==> src/gpuMemCtrl_macros.svh <==
`ifndef GPU_MEM_CTRL_MACROS_SVH
`define GPU_MEM_CTRL_MACROS_SVH

`default_nettype none

// bus widths
`define WORD_WIDTH 16
`define ADDR_WIDTH 22

// data words per write command, final tag not counted
`define INIT_BLOCK_SIZE    2
`define CAM_BLOCK_SIZE     5
`define OBJ_BLOCK_SIZE     14
`define CLS_OBJ_BLOCK_SIZE 1
`define MATRIX_BLOCK_SIZE  12

// scene layout seen by refresh
`define SCENE_BASE_ADDR 0
`define CAM_WORDS       4

`default_nettype wire

`endif
==> src/hostProtoPkg.sv <==
`include "gpuMemCtrl_macros.svh"
`default_nettype none

package hostProtoPkg;

  // protocol tags, shared with the host driver
  typedef enum logic [`WORD_WIDTH-1:0] {
    TAG_REQUEST = 16'hAAAA,
    TAG_GPU     = 16'hCCCC,
    TAG_CAM     = 16'hBBBB,
    TAG_OBJ     = 16'hEEEE,
    TAG_CLS_OBJ = 16'h8888,
    TAG_TMATRIX = 16'hABCD,
    TAG_REFRESH = 16'h1234,
    TAG_FINAL   = 16'hFFFF,
    TAG_ERROR   = 16'h1414,
    TAG_BUSY    = 16'h4141
  } cmdTag_t;

  // one link word, seen as a tag or as two UART bytes
  typedef union packed {
    cmdTag_t                               tag;
    logic [1:0][`WORD_WIDTH/2-1:0]         bytes; // [1] goes out first
  } hostWord_t;

  typedef enum logic [2:0] {
    ST_IDLE,
    ST_ADDR,
    ST_DATA,
    ST_REFRESH
  } cmdState_t;

endpackage

`default_nettype wire

==> src/uartWordTx.sv <==
`timescale 1ns/10ps
`include "gpuMemCtrl_macros.svh"
`default_nettype none

module uartWordTx (
  input  logic                    iClock,
  input  logic                    reset,
  input  hostProtoPkg::hostWord_t txWord,
  input  logic                    txWordValid,
  output logic                    txWordReady,
  input  logic                    txSent,
  output logic [7:0]              txByte,
  output logic                    txReady
);

  typedef enum logic [1:0] {
    TX_IDLE,
    TX_HIGH,
    TX_LOW
  } txState_t;

  txState_t   state;
  logic [7:0] lowByte; // second half, sent after the first txSent

  assign txWordReady = (state == TX_IDLE);

  always_ff @(posedge iClock) begin
    txReady <= 1'b0;
    if (reset) begin
      state <= TX_IDLE;
    end else begin
      case (state)
        TX_IDLE: begin
          if (txWordValid) begin
            txByte  <= txWord.bytes[1]; // high byte first
            lowByte <= txWord.bytes[0];
            txReady <= 1'b1;
            state   <= TX_HIGH;
          end
        end
        TX_HIGH: begin
          if (txSent) begin
            txByte  <= lowByte;
            txReady <= 1'b1;
            state   <= TX_LOW;
          end
        end
        TX_LOW: begin
          if (txSent) begin
            state <= TX_IDLE;
          end
        end
        default: state <= TX_IDLE;
      endcase
    end
  end

  // the UART only reports bytes that were handed to it
  assert property (@(posedge iClock) disable iff (reset)
    state == TX_IDLE |-> !txSent);

endmodule

`default_nettype wire

==> config.mk <==
export PLATFORM = sky130hd
export DESIGN_NAME = uartWordTx
export DESIGN_NICKNAME = d
export VERILOG_FILES = /design/src/hostProtoPkg.sv /design/src/uartWordTx.sv
export VERILOG_INCLUDE_DIRS = /design/src
export SDC_FILE = /design/constraint.sdc
export NUM_CORES = 1
export LEC_CHECK = 0
export ABC_AREA = 1
export BUFFER_PORTS_ARGS = -buffer_cell sky130_fd_sc_hd__buf_2
export CAP_MARGIN = 20
export CELL_PAD_IN_SITES_DETAIL_PLACEMENT = 1
export CELL_PAD_IN_SITES_GLOBAL_PLACEMENT = 1
export CORE_MARGIN = 2
export CORE_UTILIZATION = 25
export DETAILED_ROUTE_END_ITERATION = 10
export PLACE_DENSITY = 0.7
export SETUP_SLACK_MARGIN = 0.5
export SLEW_MARGIN = 20
export SYNTH_ARGS = -nofsm -noshare
export SYNTH_HDL_FRONTEND = slang
export SYNTH_SLANG_ARGS = --single-unit
==> constraint.sdc <==
create_clock -name iClock -period 2.95 [get_ports iClock]
set_input_delay 0.59 -clock iClock [delete_from_list [all_inputs] [get_ports iClock]]
set_output_delay 0.59 -clock iClock [all_outputs]
set_load 0.05 [all_outputs]
* Word level (Yosys, flattened, before mapping)
Cells that the tools add are included.
Operators by class: bitwise gates (word level) 1, muxes and demuxes 10, $add $sub $neg 0, equality and inequality tests 5, shift-type cells 0, order comparisons 0, $mul 0, reduce and logical (&&, ||, !) cells 5, divide/modulo/power cells 0
Operators with widths (number):
- $mux W8 | 2
- $pmux W8 S2 | 1
- $mux W2 | 3
- $ne A2 B2 Y1 const B | 3
- $pmux W2 S3 | 1
- $reduce_and A3 Y1 | 2
- $reduce_and A4 Y1 | 1
- $eq A2 B1 Y1 const B | 1
- $eq A2 B2 Y1 const B | 1
- $logic_not A2 Y1 | 1
- $mux W1 | 2
- $pmux W1 S2 | 1
- $reduce_bool A2 Y1 | 1
- $not A1 Y1 | 1
Storage, ports and cells: logic and storage cells 25, memory bits (writable) 0, bits of input ports 20, bits in registers 19, latch bits 0, memories kept 0, bits in read-only memories 0

* Longest topological paths before layout
Gate-level depths: netlist (run 1).
word-level depth 3, depth in mapped cells 4

* Worst setup path after synthesis (run 1)
Ideal clock, no wire load.
kind flip-flop to flip-flop, start point reg state[1], end point reg txByte[0], enable pin, path slack 1.031 ns, cell stages (with the launch flop) 4, buffers on the path 0, arrival time 1.590 ns, cells stage by stage dfxtp_1 -> nor2_1 -> nand3_1 -> nand2_1
On the way: cells in the longest elaborated chain, start to end 3, elaborated cells on any way between the ends 6, classes of those cells 3 x eq/ne; 3 x reduce/logical
Ends and longest elaborated chain:
- start, declared | line uartWordTx.sv:22 | txState_t state;
- start signal, assigned | line uartWordTx.sv:30 | state <= TX_IDLE;
- start signal, assigned | line uartWordTx.sv:38 | state <= TX_HIGH;
- start signal, assigned | line uartWordTx.sv:45 | state <= TX_LOW;
- $logic_not A2 Y1 *
- via txWordReady | line uartWordTx.sv:10 | output logic txWordReady,
- $ne A2 B2 Y1 (no source line) or $reduce_bool A2 Y1 (tied branches)
- $reduce_and A4 Y1 (no source line) *
- end signal, assigned | line uartWordTx.sv:35 | txByte <= txWord.bytes[1];
- end signal, assigned | line uartWordTx.sv:43 | txByte <= lowByte;
- end, declared | line uartWordTx.sv:12 | output logic [7:0] txByte,
Mark *: on every way through the listed nets, which the timed path passes. The rest lies on a longest branch. A chain may end at the register's enable or synchronous reset.

* Worst setup path after layout (run 1)
start point reg state[1], end point out txWordReady
On the way: cells in the longest elaborated chain, start to end 1
Ends and longest elaborated chain:
- $logic_not A2 Y1 | line uartWordTx.sv:25 | assign txWordReady = (state == TX_IDLE);
- end, declared | line uartWordTx.sv:10
No other way between the ends.

==> impl_results.rst, run 1 <==
.. list-table::
   :header-rows: 1

   * - Metric
     - Value
   * - Leakage power
     - approximately 0.43 nW
   * - Number of buffers inserted during clock tree synthesis
     - 3
   * - Vertical extent of the die
     - between 50 and 60 microns
   * - Sequential area share after synthesis
     - 75.92%
   * - Final Max Slew Viols
     - 0
   * - CP Capture Type
     - output port
   * - Post-synth top flop
     - edfxtp_1
   * - Global-route wire length before repair
     - between 2 and 2.5 mm
   * - Parity-gate share of the synthesized area counting xor and xnor cells
     - 0%
   * - Number of instances on the worst hold path
     - 1
   * - Layout Skew
     - roughly 0.0088 ns
   * - Max-capacitance violation count
     - 0
   * - Gr usage total
     - roughly 9.2%
   * - Setup TNS after final layout
     - 0 ns
   * - Area of the core
     - 0.002734 sq mm
   * - Fraction of power consumed by sequential logic
     - 58.7%
   * - Fraction of layout instances using a drive strength above 1
     - approximately 37%
   * - Number of I/O port buffers
     - 29
   * - Total via count in the routed design
     - 500
   * - Synthesized area
     - approximately 710 sq um
   * - Worst endpoint data arrival time
     - around 1.1 ns
   * - Sw power
     - 0.0001505 W
   * - Gate count after technology mapping
     - 60
   * - Peak supply drop
     - ~0.00025 V
   * - Pin count of the biggest net entering global routing
     - 11
   * - Routed length per instance
     - between 10 and 15 microns
   * - Syn Nets
     - 80
   * - First DRT Iteration DRCs
     - 1
   * - Sw frac
     - 27.81%
   * - Critical Path RT
     - ~2.4 ns
   * - Final setup violating endpoints
     - 0
   * - Setup repair after global routing missed its margin
     - false
   * - Post-CTS setup-driven buffer insertion count
     - 0
   * - Most area-consuming cells after synthesis
     - edfxtp_1 67%, nand2_1 15%, dfxtp_1 8.4%, inv_1 2.6%, nand3_1 2.1%
   * - Synth Area in Adders
     - 0%
   * - Area taken by multi-input logic gates
     - about 150 sq um
   * - Largest family of logic cells by synthesized area
     - simple AND/OR/NAND/NOR gates
   * - Proportion of synthesized flip-flops having asynchronous set or reset
     - 0%
   * - Area Overhead vs Synth
     - 29.53%
   * - Class of the most critical hold timing path
     - in -> reg
   * - Transition time of the tightest slew-check pin
     - slightly above 0.3 ns
   * - Number of core rows
     - 19
   * - Clock tree from TritonCTS
     - yes
   * - DRT Pass-1 Iters
     - 3
   * - Library cell with the highest instance count after synthesis
     - nand2_1
   * - Total count of hold-check failures in the final report
     - 0
   * - Max Fclk
     - 584.2 MHz
   * - Total wirelength of the detailed-routed design
     - approximately 1.3 mm
   * - Area post-placement
     - about 900 sq um
   * - Yosys cell types
     - 8
   * - Synthesized flop and latch total
     - 19
   * - Outcome
     - finished clean
   * - Per-instance average area after synthesis
     - ~12 sq um
   * - Clock latency on the worst-skew pair
     - around 0.29 ns
   * - Combinational fraction of design power
     - roughly 18%
   * - Number of warning messages in the yosys log
     - 0
   * - Half-perimeter wire length of the detailed placement result
     - 1.081 mm
   * - FILL cells
     - ~320
   * - Number of synthesized flops with an enable pin
     - 16
   * - Clock tree sinks
     - 19
   * - Final worst path period share
     - 58.03%
   * - Global placement routability congestion
     - 0.8163
   * - Maximum clock insertion buffer count
     - 2
   * - Via density per instance
     - just over 4
   * - Slew headroom
     - about four fifths
   * - Final-stage net count
     - about 110
   * - Clock period minus final worst setup slack
     - between 1.5 and 2 ns
   * - FF/Latch Area
     - between 500 and 600 sq um
   * - Cell internal pwr
     - roughly 0.00039 W
   * - Clk pwr share
     - about 23%
   * - Post-synth top area share
     - about 67%
   * - Cell depth of the worst flop-to-flop path
     - 4
   * - Post-route core utilization
     - roughly 34%
   * - Deepest level of the CTS H-tree
     - 1
   * - Nature of the critical path startpoint
     - register
   * - Number of antenna-violating nets in the routed design
     - 0
   * - Worst-path fanout max
     - 4
   * - Gates resized, CTS repair
     - 0
   * - Crit Path Category
     - reg -> out
   * - I/O pin count
     - 30
   * - Die Outline Area
     - between 0.003 and 0.004 sq mm
   * - Most numerous cell types in the synthesized netlist
     - 29 x nand2_1, 16 x edfxtp_1, 5 x inv_1
   * - Synthesized-area fraction occupied by ao, oa, aoi and oai cells
     - 0%
   * - Vias in the first global route
     - 530
   * - Mux share of post-synthesis cell area
     - 0%
   * - Number of diodes
     - 0
   * - Effective utilization at floorplan
     - a little over a quarter
   * - Antenna violations before repair
     - 0
   * - Power density normalized to cell area
     - 587.0 mW/mm^2
   * - Residual DRC
     - 0
   * - CTS clk-pin slew, worst paths
     - approximately 0.11 ns
   * - Post-synth top area cell
     - edfxtp_1
   * - Chip Width
     - 57.37 microns
   * - Hold-fix buffers at CTS
     - 0
   * - Overflow left after global routing
     - 0
   * - Fraction of the mapped netlist area in simple logic gates
     - 21.44%
   * - Final std cell area, no fill
     - 922.1 sq um
   * - Root cell of the clock tree
     - clkbuf_4
registers in the layout, indices dropped and copies added, names as in the netlist:
name and cells:
lowByte 8, txByte 8, state 2, txReady 1
power by group through the flow:
| stage | Combinational, W | Clock, W | Sequential, W |
|---|---|---|---|
| 6_report | 0.0000978 | 0.000125 | 0.000318 |
| 5_1_grt | 0.000108 | 0.000142 | 0.000320 |
| 4_1_cts | 0.0000996 | 0.000130 | 0.000319 |
| 3_5_place_dp | 0.0000993 | 0 | 0.000325 |
| 3_3_place_gp | 0.0000973 | 0 | 0.000324 |
| 2_1_floorplan | 0.0000339 | 0 | 0.000358 |
cells in the final DEF (no fill, tap or decap), drive strengths merged:
| master | n |
|---|---|
| buf | 29 |
| nand3 | 4 |
| clkbuf | 4 |
| nor2 | 3 |
| nand2 | 29 |
| edfxtp | 16 |
| inv | 5 |
| dfxtp | 3 |
metal layers:
layer	vias to the layer above	share of wire, %	global-route usage [%]	wire [microns]
met5	-	0	0	0
met4	0	3.0	7.973	40
met3	2	5.2	2.268	68
met2	18	48	15.58	628
met1	219	44	9.262	576
li1	261	-	-	-
worst max-delay path, stage by stage, from the launching register on:
cell and delay [ns]:
dfxtp_1 0.37, nor2_1 0.17, buf_2 0.29
area by class of cell:
class / count / area share, %
tap: 31 / 4.206
inverter: 5 / 2.035
multi-input combinational: 36 / 16.55
sequential: 19 / 58.62
clock buffer: 4 / 2.849
timing repair buffer: 29 / 15.74
metrics by stage:
step | worst slack [ns] | power (W) | instances | hold WS (ns)
global route | 1.181 | 0.0005702 | 124 | 0.4486
detailed placement | 1.381 | 0.0004239 | 120 | 0.5077
CTS | 1.221 | 0.0005483 | 124 | 0.4625
global placement | 1.404 | 0.0004215 | 120 | 0.5030
finish | 1.238 | 0.0005413 | 124 | 0.4699
floorplan | 1.031 | 0.0003924 | 60 | 0.4874
cells by family after synthesis:
kind of cell           count (synthesis)
DFF                                   19
and+or+nand+nor                       36
buffers and inverters                  5
final timing paths:
check | slack [ns] | endpoint | start
worst min register to register | 0.53 | txByte[3]$_DFFE_PP_ | lowByte[3]$_DFFE_PP_
worst max register to register | 1.58 | txByte[2]$_DFFE_PP_ | state[0]$_SDFFE_PP0P_
worst max-delay path | 1.24 | txWordReady | state[1]$_SDFFE_PP0P_
worst min-delay path | 0.47 | lowByte[5]$_DFFE_PP_ | txWord[5]
Power figures use the tool's default switching activity.
==> run 2: changes to the inputs <==
--- a/config.mk
+++ b/config.mk
@@ -6,7 +6,7 @@
 export SDC_FILE = /design/constraint.sdc
 export NUM_CORES = 1
 export LEC_CHECK = 0
-export ABC_AREA = 1
+export ABC_AREA = 0
 export BUFFER_PORTS_ARGS = -buffer_cell sky130_fd_sc_hd__buf_2
 export CAP_MARGIN = 20
 export CELL_PAD_IN_SITES_DETAIL_PLACEMENT = 1
@@ -14,7 +14,7 @@
 export CORE_MARGIN = 2
 export CORE_UTILIZATION = 25
 export DETAILED_ROUTE_END_ITERATION = 10
-export PLACE_DENSITY = 0.7
+export PLACE_DENSITY = 0.69
 export SETUP_SLACK_MARGIN = 0.5
 export SLEW_MARGIN = 20
 export SYNTH_ARGS = -nofsm -noshare
==> constraint.sdc (replaced) <==
create_clock -name iClock -period 1.4 [get_ports iClock]
set_input_delay 0.28 -clock iClock [delete_from_list [all_inputs] [get_ports iClock]]
set_output_delay 0.28 -clock iClock [all_outputs]
set_load 0.05 [all_outputs]
==> impl_results.rst, run 2 <==
.. list-table::
   :header-rows: 1

   * - Metric
     - Value
   * - Outcome
     - finished clean
   * - Number of buffers inserted during clock tree synthesis
     - 3 (unchanged)
   * - Final std cell area, no fill
     - 0.001070 sq mm (+16%)
   * - CTS clk-pin slew, worst paths
     - 0.10 ns (about the same)
   * - Post-route core utilization
     - 39.13% (+5.4 points)
   * - Most frequent cells in the layout
     - 19 x buf_2, 16 x edfxtp_1, 9 x buf_6
   * - Antenna violations before repair
     - 0 (unchanged)
   * - Library cell contributing the largest single delay on the critical path
     - dfxtp_4
   * - Routed length per instance
     - 11.68 microns (+10%)
   * - Max Fclk
     - 817.7 MHz
   * - Synthesized area
     - 716.9 sq um (+0.70%)
   * - CP max stage delay
     - 0.39 ns (+0.02 ns)
   * - Syn Nets
     - 60 (-25%)
   * - Effective utilization at floorplan
     - 26.22% (+0.18 points)
   * - FILL cells
     - 284 (-10%)
   * - Post-synth top flop
     - edfxtp_1
   * - Crit Path Category
     - reg -> reg
   * - Root cell of the clock tree
     - clkbuf_4
   * - Number of diodes
     - 0 (unchanged)
   * - Nature of the critical path startpoint
     - register
   * - First DRT Iteration DRCs
     - 2 (+1)
   * - Yosys cell types
     - 13 (+5)
   * - Cell depth of the worst flop-to-flop path
     - 3 (-1)
   * - Per-instance average area after synthesis
     - 17.92 sq um (+51%)
   * - Sequential area share after synthesis
     - 75.39% (-0.53 points)
   * - Max-capacitance violation count
     - 0 (unchanged)
   * - Power density normalized to cell area
     - 1094 mW/mm^2 (+86%)
   * - Final Instance Count excl. Fillers
     - 104 (-16%)
   * - Worst-path fanout max
     - 8 (+4)
   * - Most frequent standard cell in the layout excluding fill and tap cells
     - buf_2
   * - Area Overhead vs Synth
     - 49.22%
   * - Pin count of the biggest net entering global routing
     - 11 (unchanged)
   * - Clock period minus final worst setup slack
     - 1.223 ns
   * - Vias in the first global route
     - 484 (-8.7%)
   * - Worst setup path startpoint
     - state[0]$_SDFFE_PP0P_
   * - Vertical extent of the die
     - 57.55 microns (+0.32%)
   * - Fraction of power consumed by sequential logic
     - 57.2% (-1.5 points)
   * - Number of buffer and inverter stages on the critical path
     - 1 (unchanged)
   * - Library cell with the highest instance count after synthesis
     - edfxtp_1
   * - Kind of cell with the highest combined delay on the critical path
     - flip-flops
   * - Slew headroom
     - 80.58% (+1.2 points)
   * - Chip Width
     - 57.55 microns (+0.32%)
   * - Total wirelength of the detailed-routed design
     - 1.215 mm (-7.5%)
   * - Total count of hold-check failures in the final report
     - 0 (unchanged)
   * - Cell internal pwr
     - 0.0008797 W (+130%)
   * - Gr usage total
     - 7.852% (-1.3 points)
   * - Total via count in the routed design
     - 440 (-12%)
   * - Setup repair after global routing missed its margin
     - true
   * - Worst endpoint data arrival time
     - 1.26 ns (+0.14 ns)
   * - Global placement routability congestion
     - 0.7344 (-10%)
   * - Setup TNS after final layout
     - 0 ns (unchanged)
   * - Cell chain of the critical path
     - nor2b_4 -> buf_12 -> mux2_4
   * - Clk pwr share
     - 22.0% (-1.2 points)
   * - Class of the most critical hold timing path
     - in -> reg
   * - Residual DRC
     - 0 (unchanged)
   * - Via density per instance
     - 4.231 (+4.9%)
   * - Layout Skew
     - 0.002188 ns (-0.006583 ns)
   * - Registers with the most flip-flops
     - lowByte (8), txByte (8), state (2)
   * - Post-synth top area share
     - 67.02% (-0.47 points)
   * - Levels on crit path
     - 3 (+1)
   * - CP Capture Point
     - txByte[3]$_DFFE_PP_
   * - Leakage power
     - 0.4258 nW (-1.8%)
   * - CP Capture Type
     - register
   * - Clock tree from TritonCTS
     - yes
   * - End of the worst register-to-register path
     - txByte[3]$_DFFE_PP_
   * - Number of core rows
     - 19 (unchanged)
   * - Global-route wire length before repair
     - 1.980 mm (-11%)
   * - Sw frac
     - 24.84% (-3.0 points)
   * - Clock latency on the worst-skew pair
     - 0.28 ns (about the same)
   * - Combinational fraction of design power
     - 20.7% (+2.6 points)
   * - Post-synth top area cell
     - edfxtp_1
   * - Worst setup slack for register-to-register paths
     - 0.18 ns (-1.40 ns)
   * - Final worst path period share
     - between 80% and 90%
   * - Sw power
     - 0.0002908 W (+93%)
   * - Area of the core
     - 0.002734 sq mm (unchanged)
   * - Hold-fix buffers at CTS
     - 0 (unchanged)
   * - Gate count after technology mapping
     - 40 (-33%)
   * - Synthesized flop and latch total
     - 19 (unchanged)
   * - Clock tree sinks
     - 19 (unchanged)
   * - Maximum clock insertion buffer count
     - 2 (unchanged)
   * - Peak supply drop
     - 0.0006739 V (+170%)
   * - DRT Pass-1 Iters
     - 3 (unchanged)
   * - Transition time of the tightest slew-check pin
     - 0.2907 ns (-0.01745 ns)
   * - Area post-placement
     - 948.4 sq um (+5.9%)
   * - Number of I/O port buffers
     - 29 (unchanged)
   * - Number of warning messages in the yosys log
     - 0 (unchanged)
   * - I/O pin count
     - 30 (unchanged)
   * - Number of antenna-violating nets in the routed design
     - 0 (unchanged)
   * - Reg2reg start
     - state[0]$_SDFFE_PP0P_
   * - Deepest level of the CTS H-tree
     - 1 (unchanged)
   * - Final-stage net count
     - 94 (-18%)
   * - Fraction of layout instances using a drive strength above 1
     - 68.49% (+32 points)
   * - Most numerous cell types in the synthesized netlist
     - 16 x edfxtp_1, 8 x mux2_2, 3 x a21oi_1, 3 x dfxtp_1, 2 x nor2_1
   * - Proportion of synthesized flip-flops having asynchronous set or reset
     - 0% (unchanged)
   * - Most area-consuming cells after synthesis
     - edfxtp_1 67%, mux2_2 13%, dfxtp_1 8.4%, a21oi_1 2.1%, nor2b_4 1.9%
   * - Die Outline Area
     - 0.003312 sq mm (+0.65%)
   * - Overflow left after global routing
     - 0 (unchanged)
   * - Critical Path RT
     - 1.44 ns (-0.92 ns)
   * - Placed Cells incl. Taps
     - 99 (-18%)
   * - Final Max Slew Viols
     - 0 (unchanged)
   * - Power consumption
     - 0.001170 W (+120%)
   * - Final setup violating endpoints
     - 0 (unchanged)
   * - Number of synthesized flops with an enable pin
     - 16 (unchanged)
[run 2: cell count changes after synthesis, moves of 3 or more]
| cell | before | now |
|---|---|---|
| a21oi_1 | 0 | 3 |
| inv_1 | 5 | 0 |
| mux2_2 | 0 | 8 |
| nand2_1 | 29 | 1 |
| nand3_1 | 3 | 0 |
[run 2: power by group through the flow]
stage	sequential [W]	clock, W	combinational [W]
finish	0.000670	0.000258	0.000243
global route	0.000673	0.000296	0.000255
CTS	0.000670	0.000272	0.000244
detailed placement	0.000678	0	0.000208
global placement	0.000676	0	0.000204
floorplan	0.000735	0	0.0000974
[run 2: logic make-up after synthesis]
group                  Yosys count  share of synthesized area, %
AND/OR/NAND/NOR                  8                         7.680
flip-flops                      19                         75.39
buffers and inverters            1                         1.571
multiplexers                     8                         12.57
AO/OA/AOI/OAI                    4                         2.791
[run 2: through the flow]
step	hold WS [ns]	setup WS, ns
after floorplan	0.3789	0.2304
after global placement	0.4605	0.1380
after detailed placement	0.4597	0.09420
after CTS	0.1625	0.1724
after global routing	0.1525	0.1449
final	0.1703	0.1770
[run 2: layout make-up]
type,instances,area (sq um),area share [%]
flip-flops and latches,19,546.8,51.11
clock buffers,4,26.28,2.456
well taps,31,38.79,3.626
multi-input cells,20,226.5,21.17
repair buffers,30,231.5,21.64
[run 2: worst min path at each step]
stage	start	endpoint	cells after the start
floorplan	txWord[0]	lowByte[0]$_DFFE_PP_	0
global placement	txWord[1]	lowByte[1]$_DFFE_PP_	1
detailed placement	txWord[1]	lowByte[1]$_DFFE_PP_	1
CTS	txWord[7]	lowByte[7]$_DFFE_PP_	1
global route	txWord[3]	lowByte[3]$_DFFE_PP_	1
finish	txWord[1]	lowByte[1]$_DFFE_PP_	1
[run 2: per-layer routing]
metal | track usage, % | vias up | part of all wire, %
li1 | - | 215 | -
met1 | 8.369 | 206 | 38
met2 | 14.12 | 19 | 53
met3 | 2.721 | 0 | 9.4
met4 | 2.990 | 0 | 0
met5 | 0 | - | 0
[run 2: what timing repair did]
item,4_1_cts,5_1_grt
pin swaps,1,1
setup endpoints to repair,35,35
setup buffers,1,0
gates resized for setup,23,1
==> run 3: changes to the inputs <==
--- a/config.mk
+++ b/config.mk
@@ -7,7 +7,7 @@
 export NUM_CORES = 1
 export LEC_CHECK = 0
 export ABC_AREA = 0
-export BUFFER_PORTS_ARGS = -buffer_cell sky130_fd_sc_hd__buf_2
+export BUFFER_PORTS_ARGS = -buffer_cell sky130_fd_sc_hd__buf_4
 export CAP_MARGIN = 20
 export CELL_PAD_IN_SITES_DETAIL_PLACEMENT = 1
 export CELL_PAD_IN_SITES_GLOBAL_PLACEMENT = 1
==> impl_results.rst, run 3 (same netlist as run 2, synthesis figures left out) <==
.. list-table::
   :header-rows: 1

   * - Metric
     - Value
   * - Outcome
     - finished clean
   * - Number of instances on the worst hold path
     - 1 (unchanged)
   * - Global Route met2 Usage
     - 13.15% (-0.97 points)
   * - Nature of the critical path startpoint
     - register
   * - Number of core rows
     - 19 (unchanged)
   * - Final Max Slew Viols
     - 0 (unchanged)
   * - Most frequent cells in the layout
     - 19 x buf_4, 16 x edfxtp_1, 9 x buf_6
   * - Maximum clock insertion buffer count
     - 2 (unchanged)
   * - Number of diodes
     - 0 (unchanged)
   * - Cell chain of the critical path
     - nor2b_4 -> buf_12 -> mux2_4
   * - Worst-path fanout max
     - 8 (unchanged)
   * - Transition time of the tightest slew-check pin
     - 0.2697 ns (-0.02101 ns)
   * - Layer carrying the most global-route usage
     - met2
   * - Clock latency on the worst-skew pair
     - 0.28 ns (about the same)
   * - Max-capacitance violation count
     - 0 (unchanged)
   * - Leakage power
     - 0.4423 nW (+3.9%)
   * - Fraction of power consumed by sequential logic
     - 56.4% (-0.8 points)
   * - Crit Path Category
     - reg -> reg
   * - Met1 usage in global routing
     - 9.091% (+0.72 points)
   * - First DRT Iteration DRCs
     - 3 (+1)
   * - Total wirelength of the detailed-routed design
     - 1.269 mm (+4.4%)
   * - Setup TNS after final layout
     - 0 ns (unchanged)
   * - Clock tree from TritonCTS
     - yes
   * - Final worst path period share
     - 88.59% (+1.2 points)
   * - Deepest level of the CTS H-tree
     - 1 (unchanged)
   * - Sw frac
     - 24.72% (-0.13 points)
   * - Library cell contributing the largest single delay on the critical path
     - dfxtp_4
   * - Registers with the most flip-flops
     - lowByte (8), txByte (8), state (2)
   * - Vias in the first global route
     - 460 (-5.0%)
   * - Area post-placement
     - 0.001021 sq mm (+7.7%)
   * - Residual DRC
     - 0 (unchanged)
   * - Global-route wire length before repair
     - 1.966 mm (-0.71%)
   * - Max Fclk
     - 806.3 MHz (-1.4%)
   * - Area of the core
     - 0.002734 sq mm (unchanged)
   * - Routed length per instance
     - 12.20 microns (+4.4%)
   * - Clk pwr share
     - 21.9% (about the same)
   * - Antenna violations before repair
     - 0 (unchanged)
   * - Number of buffers inserted during clock tree synthesis
     - 3 (unchanged)
   * - Total count of hold-check failures in the final report
     - 0 (unchanged)
   * - Cell internal pwr
     - 0.0008945 W (+1.7%)
   * - Final setup violating endpoints
     - 0 (unchanged)
   * - Clock period minus final worst setup slack
     - 1.240 ns (+0.01721 ns)
   * - Number of antenna-violating nets in the routed design
     - 0 (unchanged)
   * - Setup repair after global routing missed its margin
     - true
   * - Met3 track demand over resource
     - 2.948% (+0.23 points)
   * - Peak supply drop
     - 0.0005304 V (-21%)
   * - Number of I/O port buffers
     - 29 (unchanged)
   * - CP Capture Type
     - register
   * - Area Overhead vs Synth
     - 55.85%
   * - Critical Path RT
     - 1.44 ns (about the same)
   * - Gr usage total
     - 7.994% (+0.14 points)
   * - I/O pin count
     - 30 (unchanged)
   * - Die Outline Area
     - 0.003312 sq mm (unchanged)
   * - Via density per instance
     - 4.125 (-2.5%)
   * - Half-perimeter wire length of the detailed placement result
     - roughly 1 mm
   * - FILL cells
     - 280 (-1.4%)
   * - Global placement routability congestion
     - 0.7371 (+0.37%)
   * - Effective utilization at floorplan
     - 26.22% (unchanged)
   * - Post-route core utilization
     - 40.87% (+1.7 points)
   * - DRT Pass-1 Iters
     - 2 (-1)
   * - Final-stage net count
     - 94 (unchanged)
   * - Cell depth of the worst flop-to-flop path
     - 3 (unchanged)
   * - Layout Skew
     - 0.004557 ns (+0.002369 ns)
   * - Overflow left after global routing
     - 0 (unchanged)
   * - Chip Width
     - 57.55 microns (unchanged)
   * - Worst endpoint data arrival time
     - 1.28 ns (+0.02 ns)
   * - Fraction of layout instances using a drive strength above 1
     - 68.49% (unchanged)
   * - Total via count in the routed design
     - 429 (-2.5%)
   * - Hold-fix buffers at CTS
     - 0 (unchanged)
   * - Class of the most critical hold timing path
     - in -> reg
   * - Power density normalized to cell area
     - 1063 mW/mm^2 (-2.8%)
   * - Sw power
     - 0.0002937 W (+1.0%)
   * - Most frequent standard cell in the layout excluding fill and tap cells
     - buf_4
   * - Slew headroom
     - 81.98% (+1.4 points)
   * - Combinational fraction of design power
     - 21.8% (+1.1 points)
   * - Final std cell area, no fill
     - 0.001117 sq mm (+4.4%)
   * - Pin count of the biggest net entering global routing
     - 11 (unchanged)
   * - Vertical extent of the die
     - 57.55 microns (unchanged)
   * - Clock tree sinks
     - 19 (unchanged)
   * - CP max stage delay
     - 0.39 ns (about the same)
   * - Root cell of the clock tree
     - clkbuf_4
   * - CTS clk-pin slew, worst paths
     - 0.10 ns (about the same)
## run 3: repair_timing
item,CTS,global route
setup endpoints to repair,35,36
setup buffers,1,0
pin swaps,0,3
gates resized for setup,14,1
## run 3: layer usage
| metal | vias up | routed length (microns) |
|---|---|---|
| li1 | 215 | - |
| met1 | 193 | 479 |
| met2 | 19 | 668 |
| met3 | 2 | 112 |
| met4 | 0 | 8 |
| met5 | - | 0 |
## run 3: path summary, 6_finish.rpt
| path | start | end | slack (ns) |
|---|---|---|---|
| max | state[0]$_SDFFE_PP0P_ | txByte[6]$_DFFE_PP_ | 0.16 |
| min | txWord[1] | lowByte[1]$_DFFE_PP_ | 0.16 |
| max reg2reg | state[0]$_SDFFE_PP0P_ | txByte[6]$_DFFE_PP_ | 0.16 |
| min reg2reg | lowByte[0]$_DFFE_PP_ | txByte[0]$_DFFE_PP_ | 0.56 |
## run 3: critical path, delay by kind of cell (launching register included)
kind / cells / cell delay (ns)
flops: 1 / 0.39
buf+inv: 1 / 0.14
mux: 1 / 0.30
simple gates: 1 / 0.17
## run 3: power groups by stage
stage | Clock (W) | Sequential (W) | Combinational [W]
finish | 0.000260 | 0.000670 | 0.000259
global route | 0.000292 | 0.000673 | 0.000273
CTS | 0.000269 | 0.000671 | 0.000258
detailed placement | 0 | 0.000680 | 0.000233
global placement | 0 | 0.000678 | 0.000230
floorplan | 0 | 0.000735 | 0.0000974
## run 3: area by class of cell
class / count / area [sq um] / share of cell area [%]
Sequential cell: 19 / 546.8 / 48.94
Tap cell: 31 / 38.79 / 3.471
Timing Repair Buffer: 30 / 279.0 / 24.97
Clock buffer: 4 / 26.28 / 2.352
Multi-Input combinational cell: 20 / 226.5 / 20.27
## run 3: through the flow
step / hold slack, ns / power [W] / cells / setup slack (ns)
6_report: 0.1648 / 0.001188 / 104 / 0.1598
3_5_place_dp: 0.4606 / 0.0009127 / 99 / 0.09332
3_3_place_gp: 0.4598 / 0.0009080 / 99 / 0.1168
5_1_grt: 0.1462 / 0.001239 / 104 / 0.1183
4_1_cts: 0.1576 / 0.001198 / 104 / 0.1679
2_1_floorplan: 0.3789 / 0.0008324 / 40 / 0.2304
